<file path="src/mips_isa_pkg.sv">
//============================================================================
// mips isa package: field widths, register numbers, opcode and funct codes
//============================================================================

package mips_isa_pkg;

    // datapath and register file widths
    localparam int xlen_c       = 32;
    localparam int reg_addr_w_c = 5;

    typedef logic [xlen_c-1:0]       word_t;
    typedef logic [reg_addr_w_c-1:0] reg_addr_t;

    // jal links here
    localparam reg_addr_t ra_reg_c = reg_addr_t'(31);

    // major opcodes, inst[31:26]
    typedef enum logic [5:0] {
        op_special = 6'h00,
        op_regimm  = 6'h01,
        op_j       = 6'h02,
        op_jal     = 6'h03,
        op_beq     = 6'h04,
        op_bne     = 6'h05,
        op_blez    = 6'h06,
        op_bgtz    = 6'h07,
        op_addiu   = 6'h09,
        op_slti    = 6'h0a,
        op_sltiu   = 6'h0b,
        op_andi    = 6'h0c,
        op_ori     = 6'h0d,
        op_xori    = 6'h0e,
        op_lui     = 6'h0f,
        op_lw      = 6'h23,
        op_sw      = 6'h2b
    } opcode_e;

    // special group, inst[5:0]
    typedef enum logic [5:0] {
        fn_sll     = 6'h00,
        fn_srl     = 6'h02,
        fn_sra     = 6'h03,
        fn_jr      = 6'h08,
        fn_jalr    = 6'h09,
        fn_syscall = 6'h0c,
        fn_break   = 6'h0d,
        fn_addu    = 6'h21,
        fn_subu    = 6'h23,
        fn_and     = 6'h24,
        fn_or      = 6'h25,
        fn_xor     = 6'h26,
        fn_nor     = 6'h27,
        fn_slt     = 6'h2a,
        fn_sltu    = 6'h2b
    } funct_e;

    // regimm branches live in the rt field
    typedef enum logic [4:0] {
        rt_bltz = 5'h00,
        rt_bgez = 5'h01
    } regimm_e;

endpackage

</file>
<file path="src/decode_pkg.sv">
//============================================================================
// decode package: control enums and the structs passed between stages
//============================================================================

package decode_pkg;

    import mips_isa_pkg::*;

    typedef enum logic [3:0] {
        alu_add, alu_sub, alu_and, alu_or,
        alu_xor, alu_nor, alu_slt, alu_sltu,
        alu_sll, alu_srl, alu_sra, alu_lui
    } alu_op_e;

    // alu operand a: rs, shift amount, or pc for link
    typedef enum logic [1:0] {
        src_a_reg, src_a_sa, src_a_pc
    } src_a_e;

    // eight is the link offset, pc + 8
    typedef enum logic [1:0] {
        src_b_reg, src_b_simm, src_b_zimm, src_b_eight
    } src_b_e;

    // operand source picked by the hazard unit
    typedef enum logic [1:0] {
        fwd_rf, fwd_exe, fwd_mem, fwd_wb
    } fwd_sel_e;

    typedef enum logic [2:0] {
        br_none, br_eq, br_ne, br_lez, br_gtz, br_ltz, br_gez
    } br_type_e;

    typedef enum logic [1:0] {
        pc_seq, pc_branch, pc_jump, pc_jreg
    } pc_src_e;

    // execute-stage controls
    typedef struct packed {
        alu_op_e   alu_op;
        src_a_e    src_a;
        src_b_e    src_b;
        logic      reg_write;
        logic      mem_en;
        logic      mem_write;
        logic      mem_to_reg;
        reg_addr_t wb_addr;
    } ctrl_t;

    // exception vector, msb first: adel, ri, sys, bp
    typedef struct packed {
        logic pc_adel;
        logic ri;
        logic sys;
        logic bp;
    } exc_t;

    typedef struct packed {
        word_t inst;
        word_t pc;
        word_t pc_plus4;
        logic  pc_adel;
    } if_id_t;

    typedef struct packed {
        ctrl_t     ctrl;
        exc_t      exc;
        word_t     pc;
        word_t     pc_plus4;
        word_t     rs_val;
        word_t     rt_val;
        word_t     sa;
        word_t     sext_imm;
        word_t     zext_imm;
        reg_addr_t rd;
    } id_exe_t;

endpackage

</file>
<file path="src/branch_resolve.sv">
//============================================================================
// branch condition, jump and branch targets, redirect gating
//============================================================================

`timescale 1ns/1ps

module branch_resolve import mips_isa_pkg::*, decode_pkg::*; (
    input  logic     valid,
    input  logic     flush,
    input  word_t    pc,
    input  word_t    pc_plus4,
    input  word_t    inst,
    input  word_t    rs_val,
    input  word_t    rt_val,
    input  br_type_e br_type,
    input  pc_src_e  pc_kind,
    output pc_src_e  pc_src,
    output word_t    br_target,
    output word_t    j_target,
    output word_t    jr_target
);

    logic  eq;
    logic  ltz;
    logic  lez;
    logic  taken;
    word_t br_off;

    // sign tests only look at rs
    assign eq  = (rs_val == rt_val);
    assign ltz = rs_val[xlen_c-1];
    assign lez = ltz || (rs_val == '0);

    always_comb begin
        case (br_type)
            br_eq:   taken = eq;
            br_ne:   taken = !eq;
            br_lez:  taken = lez;
            br_gtz:  taken = !lez;
            br_ltz:  taken = ltz;
            br_gez:  taken = !ltz;
            default: taken = 1'b0;
        endcase
    end

    // word offset, sign extended
    assign br_off    = {{(xlen_c-18){inst[15]}}, inst[15:0], 2'b00};
    assign br_target = pc_plus4 + br_off;
    // region bits come from the instruction's own pc
    assign j_target  = {pc[31:28], inst[25:0], 2'b00};
    assign jr_target = rs_val;

    always_comb begin
        if (!valid || flush) begin
            // no redirect from an empty stage or during exception handling
            pc_src = pc_seq;
        end else if (pc_kind == pc_branch) begin
            pc_src = taken ? pc_branch : pc_seq;
        end else begin
            pc_src = pc_kind;
        end
    end

endmodule

</file>
<file path="src/decode_control.sv">
//============================================================================
// control unit: opcode, funct and regimm decode, reserved-instruction check
//============================================================================

`timescale 1ns/1ps

module decode_control import mips_isa_pkg::*, decode_pkg::*; (
    input  word_t    inst,
    output ctrl_t    ctrl,
    output br_type_e br_type,
    output pc_src_e  pc_kind,
    output logic     exc_ri,
    output logic     exc_sys,
    output logic     exc_bp
);

    opcode_e   opcode;
    funct_e    funct;
    regimm_e   rt_kind;
    reg_addr_t rt;
    reg_addr_t rd;

    assign opcode  = opcode_e'(inst[31:26]);
    assign funct   = funct_e'(inst[5:0]);
    assign rt_kind = regimm_e'(inst[20:16]);
    assign rt      = inst[20:16];
    assign rd      = inst[15:11];

    // register-register group
    function automatic alu_op_e funct_alu(input funct_e fn);
        case (fn)
            fn_subu: funct_alu = alu_sub;
            fn_and:  funct_alu = alu_and;
            fn_or:   funct_alu = alu_or;
            fn_xor:  funct_alu = alu_xor;
            fn_nor:  funct_alu = alu_nor;
            fn_slt:  funct_alu = alu_slt;
            fn_sltu: funct_alu = alu_sltu;
            fn_sll:  funct_alu = alu_sll;
            fn_srl:  funct_alu = alu_srl;
            fn_sra:  funct_alu = alu_sra;
            default: funct_alu = alu_add;
        endcase
    endfunction

    // immediate group
    function automatic alu_op_e imm_alu(input opcode_e op);
        case (op)
            op_slti:  imm_alu = alu_slt;
            op_sltiu: imm_alu = alu_sltu;
            op_andi:  imm_alu = alu_and;
            op_ori:   imm_alu = alu_or;
            op_xori:  imm_alu = alu_xor;
            op_lui:   imm_alu = alu_lui;
            default:  imm_alu = alu_add;
        endcase
    endfunction

    always_comb begin
        // nop by default: add on registers, nothing written
        ctrl         = '0;
        ctrl.wb_addr = rt;
        br_type      = br_none;
        pc_kind      = pc_seq;
        exc_ri       = 1'b0;
        exc_sys      = 1'b0;
        exc_bp       = 1'b0;

        case (opcode)
            op_special: begin
                ctrl.wb_addr = rd;
                case (funct)
                    fn_addu, fn_subu, fn_and, fn_or, fn_xor, fn_nor, fn_slt, fn_sltu: begin
                        ctrl.alu_op    = funct_alu(funct);
                        ctrl.reg_write = 1'b1;
                    end
                    fn_sll, fn_srl, fn_sra: begin
                        // shift rt by the sa field
                        ctrl.alu_op    = funct_alu(funct);
                        ctrl.src_a     = src_a_sa;
                        ctrl.reg_write = 1'b1;
                    end
                    fn_jr: pc_kind = pc_jreg;
                    fn_jalr: begin
                        // link pc + 8 into rd
                        pc_kind        = pc_jreg;
                        ctrl.src_a     = src_a_pc;
                        ctrl.src_b     = src_b_eight;
                        ctrl.reg_write = 1'b1;
                    end
                    fn_syscall: exc_sys = 1'b1;
                    fn_break:   exc_bp  = 1'b1;
                    default:    exc_ri  = 1'b1;
                endcase
            end
            op_regimm: begin
                case (rt_kind)
                    rt_bltz: br_type = br_ltz;
                    rt_bgez: br_type = br_gez;
                    default: exc_ri  = 1'b1;
                endcase
            end
            op_j: pc_kind = pc_jump;
            op_jal: begin
                pc_kind        = pc_jump;
                ctrl.src_a     = src_a_pc;
                ctrl.src_b     = src_b_eight;
                ctrl.reg_write = 1'b1;
                ctrl.wb_addr   = ra_reg_c;
            end
            op_beq:  br_type = br_eq;
            op_bne:  br_type = br_ne;
            op_blez: br_type = br_lez;
            op_bgtz: br_type = br_gtz;
            op_addiu, op_slti, op_sltiu: begin
                ctrl.alu_op    = imm_alu(opcode);
                ctrl.src_b     = src_b_simm;
                ctrl.reg_write = 1'b1;
            end
            op_andi, op_ori, op_xori, op_lui: begin
                // logic ops take the zero-extended immediate
                ctrl.alu_op    = imm_alu(opcode);
                ctrl.src_b     = src_b_zimm;
                ctrl.reg_write = 1'b1;
            end
            op_lw: begin
                ctrl.src_b      = src_b_simm;
                ctrl.reg_write  = 1'b1;
                ctrl.mem_en     = 1'b1;
                ctrl.mem_to_reg = 1'b1;
            end
            op_sw: begin
                ctrl.src_b     = src_b_simm;
                ctrl.mem_en    = 1'b1;
                ctrl.mem_write = 1'b1;
            end
            default: exc_ri = 1'b1;
        endcase

        // every conditional branch shares one redirect class
        if (br_type != br_none) begin
            pc_kind = pc_branch;
        end
    end

endmodule

</file>
<file path="src/decode_stage.sv">
//============================================================================
// decode stage top: control, forwarding, branch resolve and id/exe register
//============================================================================

`timescale 1ns/1ps

module decode_stage import mips_isa_pkg::*, decode_pkg::*; (
    input  logic      clk,
    input  logic      rst,
    // fetch side
    input  logic      fetch_valid,
    input  if_id_t    if_id,
    output logic      decode_allowin,
    output logic      decode_stage_valid,
    // register file, answers in the same cycle
    output reg_addr_t rf_raddr1,
    output reg_addr_t rf_raddr2,
    input  word_t     rf_rdata1,
    input  word_t     rf_rdata2,
    // hazard unit
    input  word_t     byp_exe,
    input  word_t     byp_mem,
    input  word_t     byp_wb,
    input  fwd_sel_e  fwd_sel1,
    input  fwd_sel_e  fwd_sel2,
    input  logic      stall,
    input  logic      flush,
    // redirect to fetch
    output pc_src_e   pc_src,
    output word_t     br_target,
    output word_t     j_target,
    output word_t     jr_target,
    // execute side
    input  logic      exe_allowin,
    output logic      exe_valid,
    output id_exe_t   id_exe
);

    ctrl_t    ctrl;
    br_type_e br_type;
    pc_src_e  pc_kind;
    logic     exc_ri;
    logic     exc_sys;
    logic     exc_bp;
    word_t    rs_val;
    word_t    rt_val;
    id_exe_t  next;

    assign rf_raddr1 = if_id.inst[25:21];
    assign rf_raddr2 = if_id.inst[20:16];

    decode_control u_control (
        .inst    (if_id.inst),
        .ctrl    (ctrl),
        .br_type (br_type),
        .pc_kind (pc_kind),
        .exc_ri  (exc_ri),
        .exc_sys (exc_sys),
        .exc_bp  (exc_bp)
    );

    operand_bypass u_bypass (
        .rf_rdata1 (rf_rdata1),
        .rf_rdata2 (rf_rdata2),
        .byp_exe   (byp_exe),
        .byp_mem   (byp_mem),
        .byp_wb    (byp_wb),
        .fwd_sel1  (fwd_sel1),
        .fwd_sel2  (fwd_sel2),
        .rs_val    (rs_val),
        .rt_val    (rt_val)
    );

    branch_resolve u_branch (
        .valid     (decode_stage_valid),
        .flush     (flush),
        .pc        (if_id.pc),
        .pc_plus4  (if_id.pc_plus4),
        .inst      (if_id.inst),
        .rs_val    (rs_val),
        .rt_val    (rt_val),
        .br_type   (br_type),
        .pc_kind   (pc_kind),
        .pc_src    (pc_src),
        .br_target (br_target),
        .j_target  (j_target),
        .jr_target (jr_target)
    );

    // payload for execute
    always_comb begin
        next.ctrl        = ctrl;
        // address error rides along from fetch
        next.exc.pc_adel = if_id.pc_adel;
        next.exc.ri      = exc_ri;
        next.exc.sys     = exc_sys;
        next.exc.bp      = exc_bp;
        next.pc          = if_id.pc;
        next.pc_plus4    = if_id.pc_plus4;
        next.rs_val      = rs_val;
        next.rt_val      = rt_val;
        next.sa          = {{(xlen_c-reg_addr_w_c){1'b0}}, if_id.inst[10:6]};
        next.sext_imm    = {{(xlen_c-16){if_id.inst[15]}}, if_id.inst[15:0]};
        next.zext_imm    = {{(xlen_c-16){1'b0}}, if_id.inst[15:0]};
        next.rd          = if_id.inst[15:11];
    end

    // to_exe_valid stays inside, exe_valid carries it downstream
    id_exe_reg u_id_exe (
        .clk            (clk),
        .rst            (rst),
        .fetch_valid    (fetch_valid),
        .stall          (stall),
        .exe_allowin    (exe_allowin),
        .next           (next),
        .decode_allowin (decode_allowin),
        .to_exe_valid   (),
        .stage_valid    (decode_stage_valid),
        .exe_valid      (exe_valid),
        .id_exe         (id_exe)
    );

endmodule

</file>
<file path="src/id_exe_reg.sv">
//============================================================================
// decode valid bit, allowin handshake and the id/exe pipeline register
//============================================================================

`timescale 1ns/1ps

module id_exe_reg import decode_pkg::*; (
    input  logic    clk,
    input  logic    rst,
    input  logic    fetch_valid,
    input  logic    stall,
    input  logic    exe_allowin,
    input  id_exe_t next,
    output logic    decode_allowin,
    output logic    to_exe_valid,
    output logic    stage_valid,
    output logic    exe_valid,
    output id_exe_t id_exe
);

    logic valid_q;
    logic transfer;

    // ready to go unless the hazard unit stalls
    assign decode_allowin = !valid_q || (exe_allowin && !stall);
    assign to_exe_valid   = valid_q && !stall;
    assign transfer       = to_exe_valid && exe_allowin;
    assign stage_valid    = valid_q;

    always_ff @(posedge clk) begin
        if (rst) begin
            valid_q <= 1'b0;
        end else if (decode_allowin) begin
            valid_q <= fetch_valid;
        end
    end

    // execute drains its slot whenever it allows in
    always_ff @(posedge clk) begin
        if (rst) begin
            exe_valid <= 1'b0;
        end else if (exe_allowin) begin
            exe_valid <= to_exe_valid;
        end
    end

    always_ff @(posedge clk) begin
        if (rst) begin
            id_exe <= '0;
        end else if (transfer) begin
            id_exe <= next;
        end
    end

endmodule

</file>
<file path="src/operand_bypass.sv">
//============================================================================
// operand forwarding for rs and rt
//============================================================================

`timescale 1ns/1ps

module operand_bypass import mips_isa_pkg::*, decode_pkg::*; (
    input  word_t    rf_rdata1,
    input  word_t    rf_rdata2,
    input  word_t    byp_exe,
    input  word_t    byp_mem,
    input  word_t    byp_wb,
    input  fwd_sel_e fwd_sel1,
    input  fwd_sel_e fwd_sel2,
    output word_t    rs_val,
    output word_t    rt_val
);

    // hazard unit already picked the newest producer
    function automatic word_t pick(
        input fwd_sel_e sel,
        input word_t    rf,
        input word_t    exe,
        input word_t    mem,
        input word_t    wb
    );
        case (sel)
            fwd_exe: pick = exe;
            fwd_mem: pick = mem;
            fwd_wb:  pick = wb;
            default: pick = rf;
        endcase
    endfunction

    // feeds branch compare, jr target and id/exe
    assign rs_val = pick(fwd_sel1, rf_rdata1, byp_exe, byp_mem, byp_wb);
    assign rt_val = pick(fwd_sel2, rf_rdata2, byp_exe, byp_mem, byp_wb);

endmodule

</file>
<file path="config.mk">
export PLATFORM = sky130hd
export DESIGN_NAME = decode_stage
export DESIGN_NICKNAME = d
export VERILOG_FILES = /design/src/mips_isa_pkg.sv /design/src/decode_pkg.sv /design/src/branch_resolve.sv /design/src/decode_control.sv /design/src/decode_stage.sv /design/src/id_exe_reg.sv /design/src/operand_bypass.sv
export SDC_FILE = /design/constraint.sdc
export NUM_CORES = 1
export LEC_CHECK = 0
export BUFFER_PORTS_ARGS = -buffer_cell sky130_fd_sc_hd__clkbuf_2
export CORE_AREA = 2 2 244 246
export CTS_BUF_LIST = sky130_fd_sc_hd__clkbuf_16
export CTS_CLUSTER_DIAMETER = 150
export DETAILED_ROUTE_END_ITERATION = 8
export DIE_AREA = 0 0 246 248
export GPL_ROUTABILITY_DRIVEN = 0
export HOLD_SLACK_MARGIN = 0.12
export PLACE_DENSITY_LB_ADDON = 0.25
export SYNTH_ARGS = -nofsm -noshare
export SYNTH_HDL_FRONTEND = slang
export SYNTH_SLANG_ARGS = --single-unit
</file>
<file path="constraint.sdc">
create_clock -name clk -period 4.8 [get_ports clk]
set_clock_uncertainty 0.15 [all_clocks]
set_input_delay 0.24 -clock clk [delete_from_list [all_inputs] [get_ports clk]]
set_output_delay 0.24 -clock clk [all_outputs]
set_load 0.05 [all_outputs]
</file>
Yosys cells after proc, flatten, opt, wreduce, memory -nomap -nowiden
Cells that the tools add are included.
{"block": "word_totals", "word_cells": 129, "input_bits": 267, "regBits": 193}
{"block": "classes", "reduce_logical": 29, "eq_ne": 45, "muxes": 32, "add_sub_neg": 1}
{"operator": "$pmux W32 S3", "count": 2}
{"operator": "$eq A6 B4 Y1 const B", "count": 11}
{"operator": "$eq A6 B6 Y1 const B", "count": 10}
{"operator": "$pmux W4 S10", "count": 1}
{"operator": "$add A32 B32 Y32", "count": 1}
{"operator": "$eq A32 B32 Y1", "count": 1}
{"operator": "$logic_not A32 Y1", "count": 1}
{"operator": "$reduce_or A15 Y1", "count": 2}
{"operator": "$eq A6 B2 Y1 const B", "count": 4}
{"operator": "$eq A6 B3 Y1 const B", "count": 4}
{"operator": "$pmux W4 S6", "count": 1}
{"operator": "$pmux W3 S5", "count": 1}
{"operator": "$logic_not A6 Y1", "count": 2}
{"operator": "$pmux W2 S2", "count": 3}
{"operator": "$reduce_or A12 Y1", "count": 1}
{"operator": "$mux W1", "count": 11}
{"operator": "$reduce_or A11 Y1", "count": 1}
{"operator": "$mux W2", "count": 5}
{"operator": "$pmux W5 S2", "count": 1}
{"operator": "$eq A3 B3 Y1 const B", "count": 3}
{"operator": "$reduce_or A9 Y1", "count": 1}
{"operator": "$eq A2 B2 Y1 const B", "count": 4}
{"operator": "$pmux W2 S4", "count": 1}
{"operator": "$pmux W4 S2", "count": 1}
{"operator": "20 further kinds", "count": 34}

Longest topological paths before layout
Gate-level depths: netlist (run 1).
{"block": "logic_depth", "word_depth": 9, "mapped_depth": 11, "mapped_depth_nobuf": 11}

By module
Synthesis (run 1) repeated with hierarchy kept, for this count alone.
{"block": "hier_totals", "hier_cells": 1671, "hier_area_um2": 13887.1}
{"mod": "id_exe_reg", "instances": 1, "area_each_um2": 8734.6, "cells_each": 1094}
{"mod": "branch_resolve", "instances": 1, "area_each_um2": 2677.6, "cells_each": 374}
{"mod": "operand_bypass", "instances": 1, "area_each_um2": 1629.1, "cells_each": 78}
{"mod": "decode_control", "instances": 1, "area_each_um2": 767.0, "cells_each": 114}
{"mod": "decode_stage", "instances": 1, "area_each_um2": 78.8, "cells_each": 11}

Least setup slack after synthesis (run 1)
No wires, ideal clock.
{"block": "synth_timing", "kind": "input to output", "from": "in if_id[18] in the netlist's numbering", "to": "out br_target[31]", "t_arrival_ps": 4311, "setup_slack_ps": 99, "n_path_buf": 0, "stages": 9, "path_cell_list": "ha_1 a21oi_1 a21boi_1 nand2b_1 or3_1 o211ai_1 a31oi_1 mux2i_1 a2111oi_0"}
{"block": "synth_between", "elab_chain_len": 1}
{"element": "start, declared", "line_no": "decode_stage.sv:12", "rtl": "input if_id_t if_id,"}
{"element": "$add A32 B32 Y32", "line_no": "branch_resolve.sv:48", "rtl": "assign br_target = pc_plus4 + br_off;"}
{"element": "end, declared", "line_no": "decode_stage.sv:30", "rtl": "output word_t br_target,"}
No other way between the ends.

Worst setup path in the final report (run 1)
{"block": "layout_timing", "from": "in if_id[65] in the netlist's numbering", "to": "out br_target[30]"}
The elaborated chain is that of the path after synthesis.

==> results of run 1 <==
-- report_power, final --
part           internal [mW]  total, mW  switching [mW]
clock                  0.758       1.53           0.768
combinational          0.518       1.68            1.16
sequential              1.42       1.45          0.0244
total                   2.70       4.65            1.95
-- worst max-delay path by stage --
stage,to,slack [ns],depth (start not counted)
after floorplan,br_target[31],0.1,9
after global placement,pc_src[0],0.84,11
after detailed placement,pc_src[0],0.94,11
after CTS,br_target[30],0.40,14
after global routing,br_target[30],0.15,14
final,br_target[30],0.47,14
-- layer usage --
layer | GRT usage (%) | vias up | wire length [um]
li1 | - | 5650 | -
met1 | 19.0 | 5665 | 20700
met2 | 30.1 | 570 | 26900
met4 | 8.15 | 0 | 2110
met5 | 0 | - | 0
met3 | 4.43 | 81 | 4080
-- worst max-delay path, cell delays in order --
cell and delay (ns):
dlygate4sd3_1 0.52, clkbuf_2 0.27, ha_1 0.23, inv_1 0.06
fa_1 0.43, nand2b_1 0.17, a211oi_1 0.45, o211ai_1 0.30
a211o_1 0.37, a31oi_1 0.24, o21a_1 0.15, nor2_1 0.05
xnor2_1 0.13, clkbuf_2 0.30
-- layout make-up --
cell class	count	area (um2)
fill	6400	42400
multi-input combinational	960	6170
timing repair buffer	777	4920
sequential	167	3340
tap	773	967
clock buffer	17	425
clock inverter	15	199
inverter	15	56.3
antenna	6	15.0
-- stage by stage --
step,instance area [um2],hold WS (ns)
after CTS,16100,0.121
after floorplan,10900,0.207
after global routing,16100,0.148
after detailed placement,13500,0.298
final,16100,0.151
after global placement,13500,0.292
-- cells in the final DEF, fill, tap and decap left out, types with 3 or more instances in the layout --
master	n
a31oi_1	6
ha_1	29
o21a_1	3
inv_8	6
a21o_1	10
o221ai_1	5
xnor2_1	49
xor2_1	10
buf_4	17
clkbuf_2	566
mux2i_1	3
diode_2	6
o21ai_1	9
nor4b_1	3
o211ai_1	5
nand2b_1	12
nand4_1	13
dfxtp_1	167
a211oi_1	6
or3_1	4
clkbuf_16	17
conb_1	45
and3_1	7
dlygate4sd3_1	191
a21oi_1	199
nor3_1	17
nor2_1	51
a22oi_1	4
inv_1	14
clkinv_8	4
mux4_2	64
o21bai_1	3
nand2_1	323
o21ai_0	10
nand3_1	13
nor2b_1	7
nor4_1	15
-- cells by family (layout without fill, tap and decap cells) --
| group | count (synthesis) | in the layout | share of synthesized area (%) |
|---|---|---|---|
| buf+inv | 227 | 824 | 13.0 |
| compound gates | 280 | 280 | 14.8 |
| other cells | 1 | 51 | 0.0350 |
| fa+ha+maj | 30 | 30 | 3.57 |
| simple gates | 479 | 479 | 19.0 |
| flops | 167 | 167 | 31.2 |
| mux | 67 | 67 | 13.7 |
| xor+xnor | 59 | 59 | 4.82 |
==> qor.txt, run 1 <==
Crit start category -> input port
Global-route usage over all layers -> 17.0%
Layout area overhead -> 50.0%
Proportion of layout cells with a drive suffix above 1 -> 35.3%
Largest net degree at the start of global routing -> 76
Area leader, netlist -> dfxtp_1
Post-synth top area share -> 31.2%
Worst slew pin tran -> 0.919 ns
Vias in the first global route -> 11.7k
Outcome -> finished clean
Power density over the cells -> 289 mW/mm2
Syn Inst Count -> 1310
Post-CTS Resized -> 0
Port Buffers -> 567
Worst EP arrival -> 3.94 ns
Post-route ant nets -> 0
Final setup TNS -> 0 ns
Final-report hold violation count -> 0
Fin crit period -> 4.33 ns
RR Endpoint -> u_id_exe.id_exe[174]$_SDFFE_PP0P_
Dpl ws -> 0.935 ns
Synth Warn # -> 0
Max IR drop VDD -> 0.000270 V
Die area -> 0.0610 mm2
CP Capture Type -> output port
Worst Path Max Fanout -> 12
Core Util, Final -> 27.5%
Clk_lat worst skew -> 0.47 ns
# clock sinks -> 167
Worst setup path startpoint -> if_id[65]
FF-to-FF path depth -> 6
Post-DR wirelength/cell -> 19.7 um
#FFs+latches synth -> 167
Commonest cells post-synth -> nand2_1, a21oi_1, dfxtp_1
TritonCTS clock tree -> built
Worst r2r src -> u_id_exe.stage_valid$_SDFFE_PP0P_
Cell with the most instances after synthesis -> nand2_1
Seq/Total Area, Yosys -> 31.2%
First-pass GRT wire length -> 76100 um
Hold Crit Endpoint -> u_id_exe.id_exe[237]$_SDFFE_PP0P_
DP HPWL -> 42800 um
Hold Path Depth -> 3
Core Region -> 0.0585 mm2
Overflow after GRT -> 0
Nets@finish -> 2235
DP Cell Count -> 2501
Avg Inst Size Synth -> 8.19 um2
Setup ws final -> 0.471 ns
Ports -> 628
WL final -> 53800 um
Setup bufs post-CTS -> 0
Hold_buf cts -> 191
Fmax -> 0.231 GHz
Slew Viols, Final -> 0
Final setup vio count -> 0
Largest cells by area after synthesis -> dfxtp_1, mux4_2, nand2_1
Std cell rows -> 89
Vias -> 12.0k
Die W -> 246 um
Top_reg_cell synth -> dfxtp_1
Initial Utilization -> 18.4%
RSZ-0062 raised after global routing -> false
# DRC -> 0
Max clock buf depth -> 2
Die H -> 248 um
Total Power -> 4.65 mW
Post-synth cell types -> 59
Drt pass-1 iters -> 5
TritonCTS buffer count -> 17
Clock transition at path regs -> 0.09 ns
Hold path start -> if_id[85]
Number of DRC markers in iteration 0 -> 611
Non-Filler Instances -> 2730
Fin crit share -> 90.2%
Number of synthesized flops with an enable pin -> 0
Initial antenna violation count -> 10
Leakage power -> 7.14 nW
Mapped cell area -> 0.0107 mm2
Max FFs per register -> 165
Post-synth ARST share -> 0%
Detailed-route vias per instance -> 4.38
Slew Limit Headroom -> 37.1%
HP Class -> in2reg
Worst R2R Setup Slack -> 1.89 ns
WS Path Type -> in2out
Clock root cell -> clkbuf_16
H-tree level count -> 4
Max-cap violations -> 0
Data required, critical path -> 4.41 ns
(Power assumes the default switching activity.)
==> run 2, diff against run 1 <==
CTS_BUF_LIST = sky130_fd_sc_hd__clkbuf_2 sky130_fd_sc_hd__clkbuf_4 sky130_fd_sc_hd__clkbuf_8   (was sky130_fd_sc_hd__clkbuf_16)
==> qor.txt, run 2 (synthesized netlist as in run 1, its figures left out) <==
Outcome -> finished clean
Max clock buf depth -> 2 (unchanged)
Fillers -> 6335 (-1.0%)
Detailed-route vias per instance -> 4.37 (-0.32%)
Max FFs per register -> 165 (unchanged)
Power density over the cells -> 260 mW/mm2 (-9.9%)
Std cell rows -> 89 (unchanged)
Final-report hold violation count -> 0 (unchanged)
Most common cell after layout, fill and taps aside -> clkbuf_2
Die area -> 0.0610 mm2 (unchanged)
Fin crit share -> 90.7% (+0.55 points)
Clk_lat worst skew -> 0.54 ns (+0.07 ns)
Final setup TNS -> 0 ns (unchanged)
Post-CTS Resized -> 0 (unchanged)
Worst Path Max Fanout -> 12 (unchanged)
Post-route ant nets -> 0 (unchanged)
# clock sinks -> 167 (unchanged)
Initial antenna violation count -> 9 (-1)
WL final -> 54600 um (+1.5%)
Register area -> 0.00334 mm2 (unchanged)
Crit path top cell by count -> clkbuf_2
Multi-input logic area -> 0.00617 mm2 (unchanged)
Fin area -> 0.0169 mm2 (+4.8%)
DP Cell Count -> 2501 (unchanged)
Overflow after GRT -> 0 (unchanged)
H-tree level count -> 4 (unchanged)
Core Region -> 0.0585 mm2 (unchanged)
Max IR drop VDD -> 0.000180 V (-33%)
Vias in the first global route -> 12.2k (+4.7%)
Crit path max-delay cell type -> dlygate4sd3_1
TritonCTS clock tree -> built
Die H -> 248 um (unchanged)
Fin crit period -> 4.36 ns (+0.0262 ns)
DP HPWL -> 42800 um (unchanged)
Dpl ws -> 0.935 ns (unchanged)
Slew Limit Headroom -> 37.8% (+0.68 points)
Clock transition at path regs -> 0.12 ns (+0.03 ns)
Crit start category -> input port
Slew Viols, Final -> 0 (unchanged)
Largest stage delay, worst path -> 0.53 ns (about the same)
Drt pass-1 iters -> 5 (unchanged)
Crit-path cells -> dlygate4sd3_1, clkbuf_2, ha_1, inv_1, fa_1, nand2b_1, a211oi_1, o211ai_1, a211o_1, a31oi_1, o21a_1, nor2_1, xnor2_1, clkbuf_2
Total Power -> 4.39 mW (-5.6%)
Max-cap violations -> 0 (unchanged)
Setup ws final -> 0.445 ns (-0.0262 ns)
Non-Filler Instances -> 2826 (+3.5%)
Worst slew pin tran -> 0.909 ns (-0.0100 ns)
Die W -> 246 um (unchanged)
Data required, critical path -> 4.41 ns (about the same)
Post-DP Area -> 0.0135 mm2 (unchanged)
HP Class -> in2reg
CP Capture Type -> output port
Vias -> 12.3k (+3.2%)
Initial Utilization -> 18.4% (unchanged)
Clock root cell -> clkbuf_8
WS Path Type -> in2out
Post-DR wirelength/cell -> 19.3 um (-2.0%)
Nets@finish -> 2331 (+4.3%)
Port Buffers -> 567 (unchanged)
First-pass GRT wire length -> 77600 um (+2.1%)
TritonCTS buffer count -> 17 (unchanged)
Final setup vio count -> 0 (unchanged)
Commonest non-fill, non-tap cells in the layout -> clkbuf_2, nand2_1, dlygate4sd3_1
Proportion of layout cells with a drive suffix above 1 -> 33.6% (-1.7 points)
Ports -> 628 (unchanged)
Worst EP arrival -> 3.97 ns (+0.03 ns)
Leakage power -> 7.44 nW (+4.2%)
Fmax -> 0.230 GHz (-0.60%)
Number of DRC markers in iteration 0 -> 567 (-7.2%)
RSZ-0062 raised after global routing -> false
Layout area overhead -> 57.2%
Largest net degree at the start of global routing -> 76 (unchanged)
# DRC -> 0 (unchanged)
Global-route usage over all layers -> 17.3% (+0.24 points)
==> run 2: cell types whose count changed in the layout (fill, tap and decap cells not counted), sizes merged <==
cell         previous run  this run
dlygate4sd3           191       287
==> run 2: critical path, delay by kind of cell <==
family,cells,cell delay [ns]
xor+xnor,1,0.13
fa+ha+maj,2,0.66
simple gates,2,0.22
compound gates,5,1.54
buf+inv,4,1.16
==> run 2: area by class of cell <==
class                   instances  share of cell area [%]
flip-flops and latches        167                    19.8
repair buffers                873                    34.9
clock inverters                15                    1.18
multi-input cells             960                    36.6
inverters                      15                   0.334
well taps                     773                    5.73
diodes                          6                  0.0890
clock buffers                  17                    1.39
==> run 2: path summary, 6_finish.rpt <==
path                                                   startpoint                           endpoint  slack [ns]  depth (start not counted)
worst min-delay path                                    if_id[91]  u_id_exe.id_exe[246]$_SDFFE_PP0P_        0.17                          3
worst max register to register  u_id_exe.stage_valid$_SDFFE_PP0P_  u_id_exe.id_exe[174]$_SDFFE_PP0P_        1.86                          6
worst max-delay path                                    if_id[65]                      br_target[30]        0.44                         14
worst min register to register  u_id_exe.id_exe[152]$_SDFFE_PP0P_  u_id_exe.id_exe[152]$_SDFFE_PP0P_        0.31                          2
==> run 2: per-stage QoR <==
stage               util (%)  hold WS, ns
CTS                     28.8        0.122
global route            28.8        0.168
global placement        23.2        0.292
floorplan                  -        0.207
detailed placement      23.2        0.298
finish                  28.8        0.172
==> run 2: power by group <==
group / internal [mW] / switching [mW] / total [mW]
clock network: 0.451 / 0.728 / 1.18
registers: 1.42 / 0.0246 / 1.45
logic: 0.589 / 1.18 / 1.77
==> run 2: what timing repair did <==
item,4_1_cts,5_1_grt
hold buffers,287,0
hold endpoints to repair,159,0
setup buffers,0,0
==> run 2: per-layer routing <==
metal	share of wire, %	track usage (%)	wire length, um	up-vias
li1	-	-	-	5834
met1	38	19.0	20800	5825
met2	50	30.5	27300	584
met3	7.5	4.57	4120	104
met4	4.5	8.79	2450	0
met5	0	0	0	-
==> run 3, diff against run 2 <==
CORE_AREA = 2 2 243 245   (was 2 2 244 246)
DIE_AREA = 0 0 245 247   (was 0 0 246 248)
SYNTH_HIERARCHICAL = 1   (was unset)
==> qor.txt, run 3 <==
Outcome -> finished clean
Die W -> 245 um (-0.41%)
Port Buffers -> 610 (+7.6%)
Commonest non-fill, non-tap cells in the layout -> clkbuf_2, nand2_1, a21oi_1
Power density over the cells -> 315 mW/mm2 (+21%)
Fmax -> 0.244 GHz (+6.1%)
Worst Path Max Fanout -> 12 (unchanged)
Max clock buf depth -> 3 (+1)
Worst EP arrival -> 3.71 ns (-0.26 ns)
Initial Utilization -> 23.8% (+5.5 points)
Core Util, Final -> 34.8% (+6.0 points)
Fin crit share -> 85.5% (-5.2 points)
Worst slew pin tran -> 0.988 ns (+0.0791 ns)
Slew Limit Headroom -> 34.1% (-3.7 points)
Mapped cell area -> 0.0139 mm2 (+29%)
# DRC -> 0 (unchanged)
First-pass GRT wire length -> 89900 um (+16%)
Crit start category -> input port
WL final -> 62700 um (+15%)
Most common cell after layout, fill and taps aside -> clkbuf_2
Die H -> 247 um (-0.40%)
Leakage power -> 8.66 nW (+16%)
Post-route ant nets -> 0 (unchanged)
Worst R2R Setup Slack -> 1.96 ns (+0.10 ns)
Layout area overhead -> 46.1%
HP Class -> in2reg
Detailed-route vias per instance -> 4.65 (+6.4%)
Setup bufs post-CTS -> 0 (unchanged)
Die area -> 0.0605 mm2 (-0.81%)
Worst setup path startpoint -> if_id[65]
Initial antenna violation count -> 9 (unchanged)
# clock sinks -> 252 (+51%)
Syn Inst Count -> 1670 (+27%)
Post-DR wirelength/cell -> 19.4 um (+0.15%)
Post-DP Area -> 0.0168 mm2 (+24%)
Register area -> 0.00504 mm2 (+51%)
Final setup vio count -> 0 (unchanged)
Dpl ws -> 1.00 ns (+0.0680 ns)
Max IR drop VDD -> 0.000180 V (-0.24%)
Crit-path cells -> dlygate4sd3_1, clkbuf_2, ha_1, inv_1, fa_1, nor2b_1, o2111ai_1, nand3_1, a21oi_1, o31ai_1, o211a_1, o311a_1, clkbuf_2
CP Capture Type -> output port
Synth Warn # -> 6 (+6)
Fin area -> 0.0203 mm2 (+20%)
Data required, critical path -> 4.41 ns (about the same)
Number of DRC markers in iteration 0 -> 895 (+58%)
H-tree level count -> 2 (-2)
WS Path Type -> in2out
Drt pass-1 iters -> 5 (unchanged)
DP Cell Count -> 2914 (+17%)
Largest stage delay, worst path -> 0.63 ns (+0.10 ns)
Fin crit period -> 4.10 ns (-0.251 ns)
Buf/Inv on CP -> 4 (unchanged)
TritonCTS clock tree -> built
Non-Filler Instances -> 3239 (+15%)
Std cell rows -> 89 (unchanged)
Fillers -> 6197 (-2.2%)
Worst r2r src -> u_id_exe/stage_valid$_SDFFE_PP0P_
Vias -> 15.1k (+22%)
Final setup TNS -> 0 ns (unchanged)
Final-report hold violation count -> 0 (unchanged)
RSZ-0062 raised after global routing -> false
Crit path max-delay cell type -> o31ai_1
Clock root cell -> clkbuf_8
Crit path top cell by count -> clkbuf_2
Vias in the first global route -> 14.6k (+20%)
Max-cap violations -> 0 (unchanged)
Multi-input logic area -> 0.00753 mm2 (+22%)
Avg Inst Size Synth -> 8.31 um2 (+1.5%)
Largest net degree at the start of global routing -> 153 (+100%)
Global-route usage over all layers -> 19.6% (+2.3 points)
Clk_lat worst skew -> 0.60 ns (+0.06 ns)
CP top delay family -> compound AO/OA/AOI/OAI gates
Core Region -> 0.0582 mm2 (-0.38%)
Max FFs per register -> 250 (+52%)
Hold path start -> rf_rdata2[29]
Nets@finish -> 2726 (+17%)
TritonCTS buffer count -> 48 (+31)
Slew Viols, Final -> 0 (unchanged)
Overflow after GRT -> 0 (unchanged)
Setup ws final -> 0.696 ns (+0.251 ns)
Ports -> 628 (unchanged)
Clock transition at path regs -> 0.06 ns (-0.06 ns)
DP HPWL -> 47000 um (+10%)
Post-CTS Resized -> 0 (unchanged)
Proportion of layout cells with a drive suffix above 1 -> 31.9% (-1.7 points)
## run 3: changes by cell type in the layout (fill, tap and decap cells not counted), sizes merged, moves of 5 or more
| cell | previous run | this run |
|---|---|---|
| nand2 | 323 | 537 |
| clkbuf | 583 | 681 |
| a21oi | 199 | 296 |
| dfxtp | 167 | 252 |
| dlygate4sd3 | 287 | 238 |
| nor2 | 53 | 33 |
| nor3 | 17 | 8 |
| nand2b | 12 | 5 |
| buf | 20 | 14 |
| inv | 22 | 16 |
| o221ai | 5 | 0 |
## run 3: power by group
| group | switching, mW | internal, mW | total [mW] | leakage [nW] |
|---|---|---|---|---|
| clock network | 0.982 | 1.40 | 2.38 | 0.553 |
| registers | 0.0288 | 2.15 | 2.18 | 2.04 |
| logic | 1.22 | 0.607 | 1.83 | 6.07 |
## run 3: per-stage QoR
| stage | hold slack, ns | power [mW] |
|---|---|---|
| detailed placement | 0.295 | 3.85 |
| CTS | 0.133 | 6.46 |
| floorplan | 0.219 | 3.44 |
| finish | 0.207 | 6.39 |
| global route | 0.157 | 6.66 |
| global placement | 0.291 | 3.84 |
## run 3: final cells by class
| type | count | area share [%] |
|---|---|---|
| Clock buffer | 71 | 4.42 |
| Sequential cell | 252 | 24.9 |
| Inverter | 16 | 0.296 |
| Antenna cell | 5 | 0.0617 |
| Timing Repair Buffer | 862 | 27.7 |
| Clock inverter | 11 | 0.790 |
| Tap cell | 773 | 4.77 |
| Multi-Input combinational cell | 1249 | 37.1 |
## run 3: path summary, 6_finish.rpt
kind / endpoint / depth (start not counted)
max: br_target[30] / 13
min: u_id_exe/id_exe[130]$_SDFFE_PP0P_ / 4
max reg2reg: u_id_exe/id_exe[166]$_SDFFE_PP0P_ / 5
min reg2reg: u_id_exe/id_exe[218]$_SDFFE_PP0P_ / 2
## run 3: metal layers
layer  up-vias  part of all wire [%]  global-route usage (%)  wire length [um]
met2       704                    50                    34.3             31400
met4         0                   6.8                    13.6              4260
met1      7043                    36                    21.1             22700
met5         -                     0                       0                 0
met3       173                   6.9                    4.36              4310
li1       7131                     -                       -                 -
## run 3: worst register-to-register path, cell delays in order, from the launching register on
cell and delay [ns]:
dfxtp_1 0.44, nand3b_4 0.78, buf_12 0.51, nand2_1 0.20
a21oi_1 0.06, dlygate4sd3_1 0.58
## run 3: repair_timing
action,4_1_cts,5_1_grt
hold endpoints to repair,204,0
hold buffers,238,0
endpoints found under the setup margin,0,0
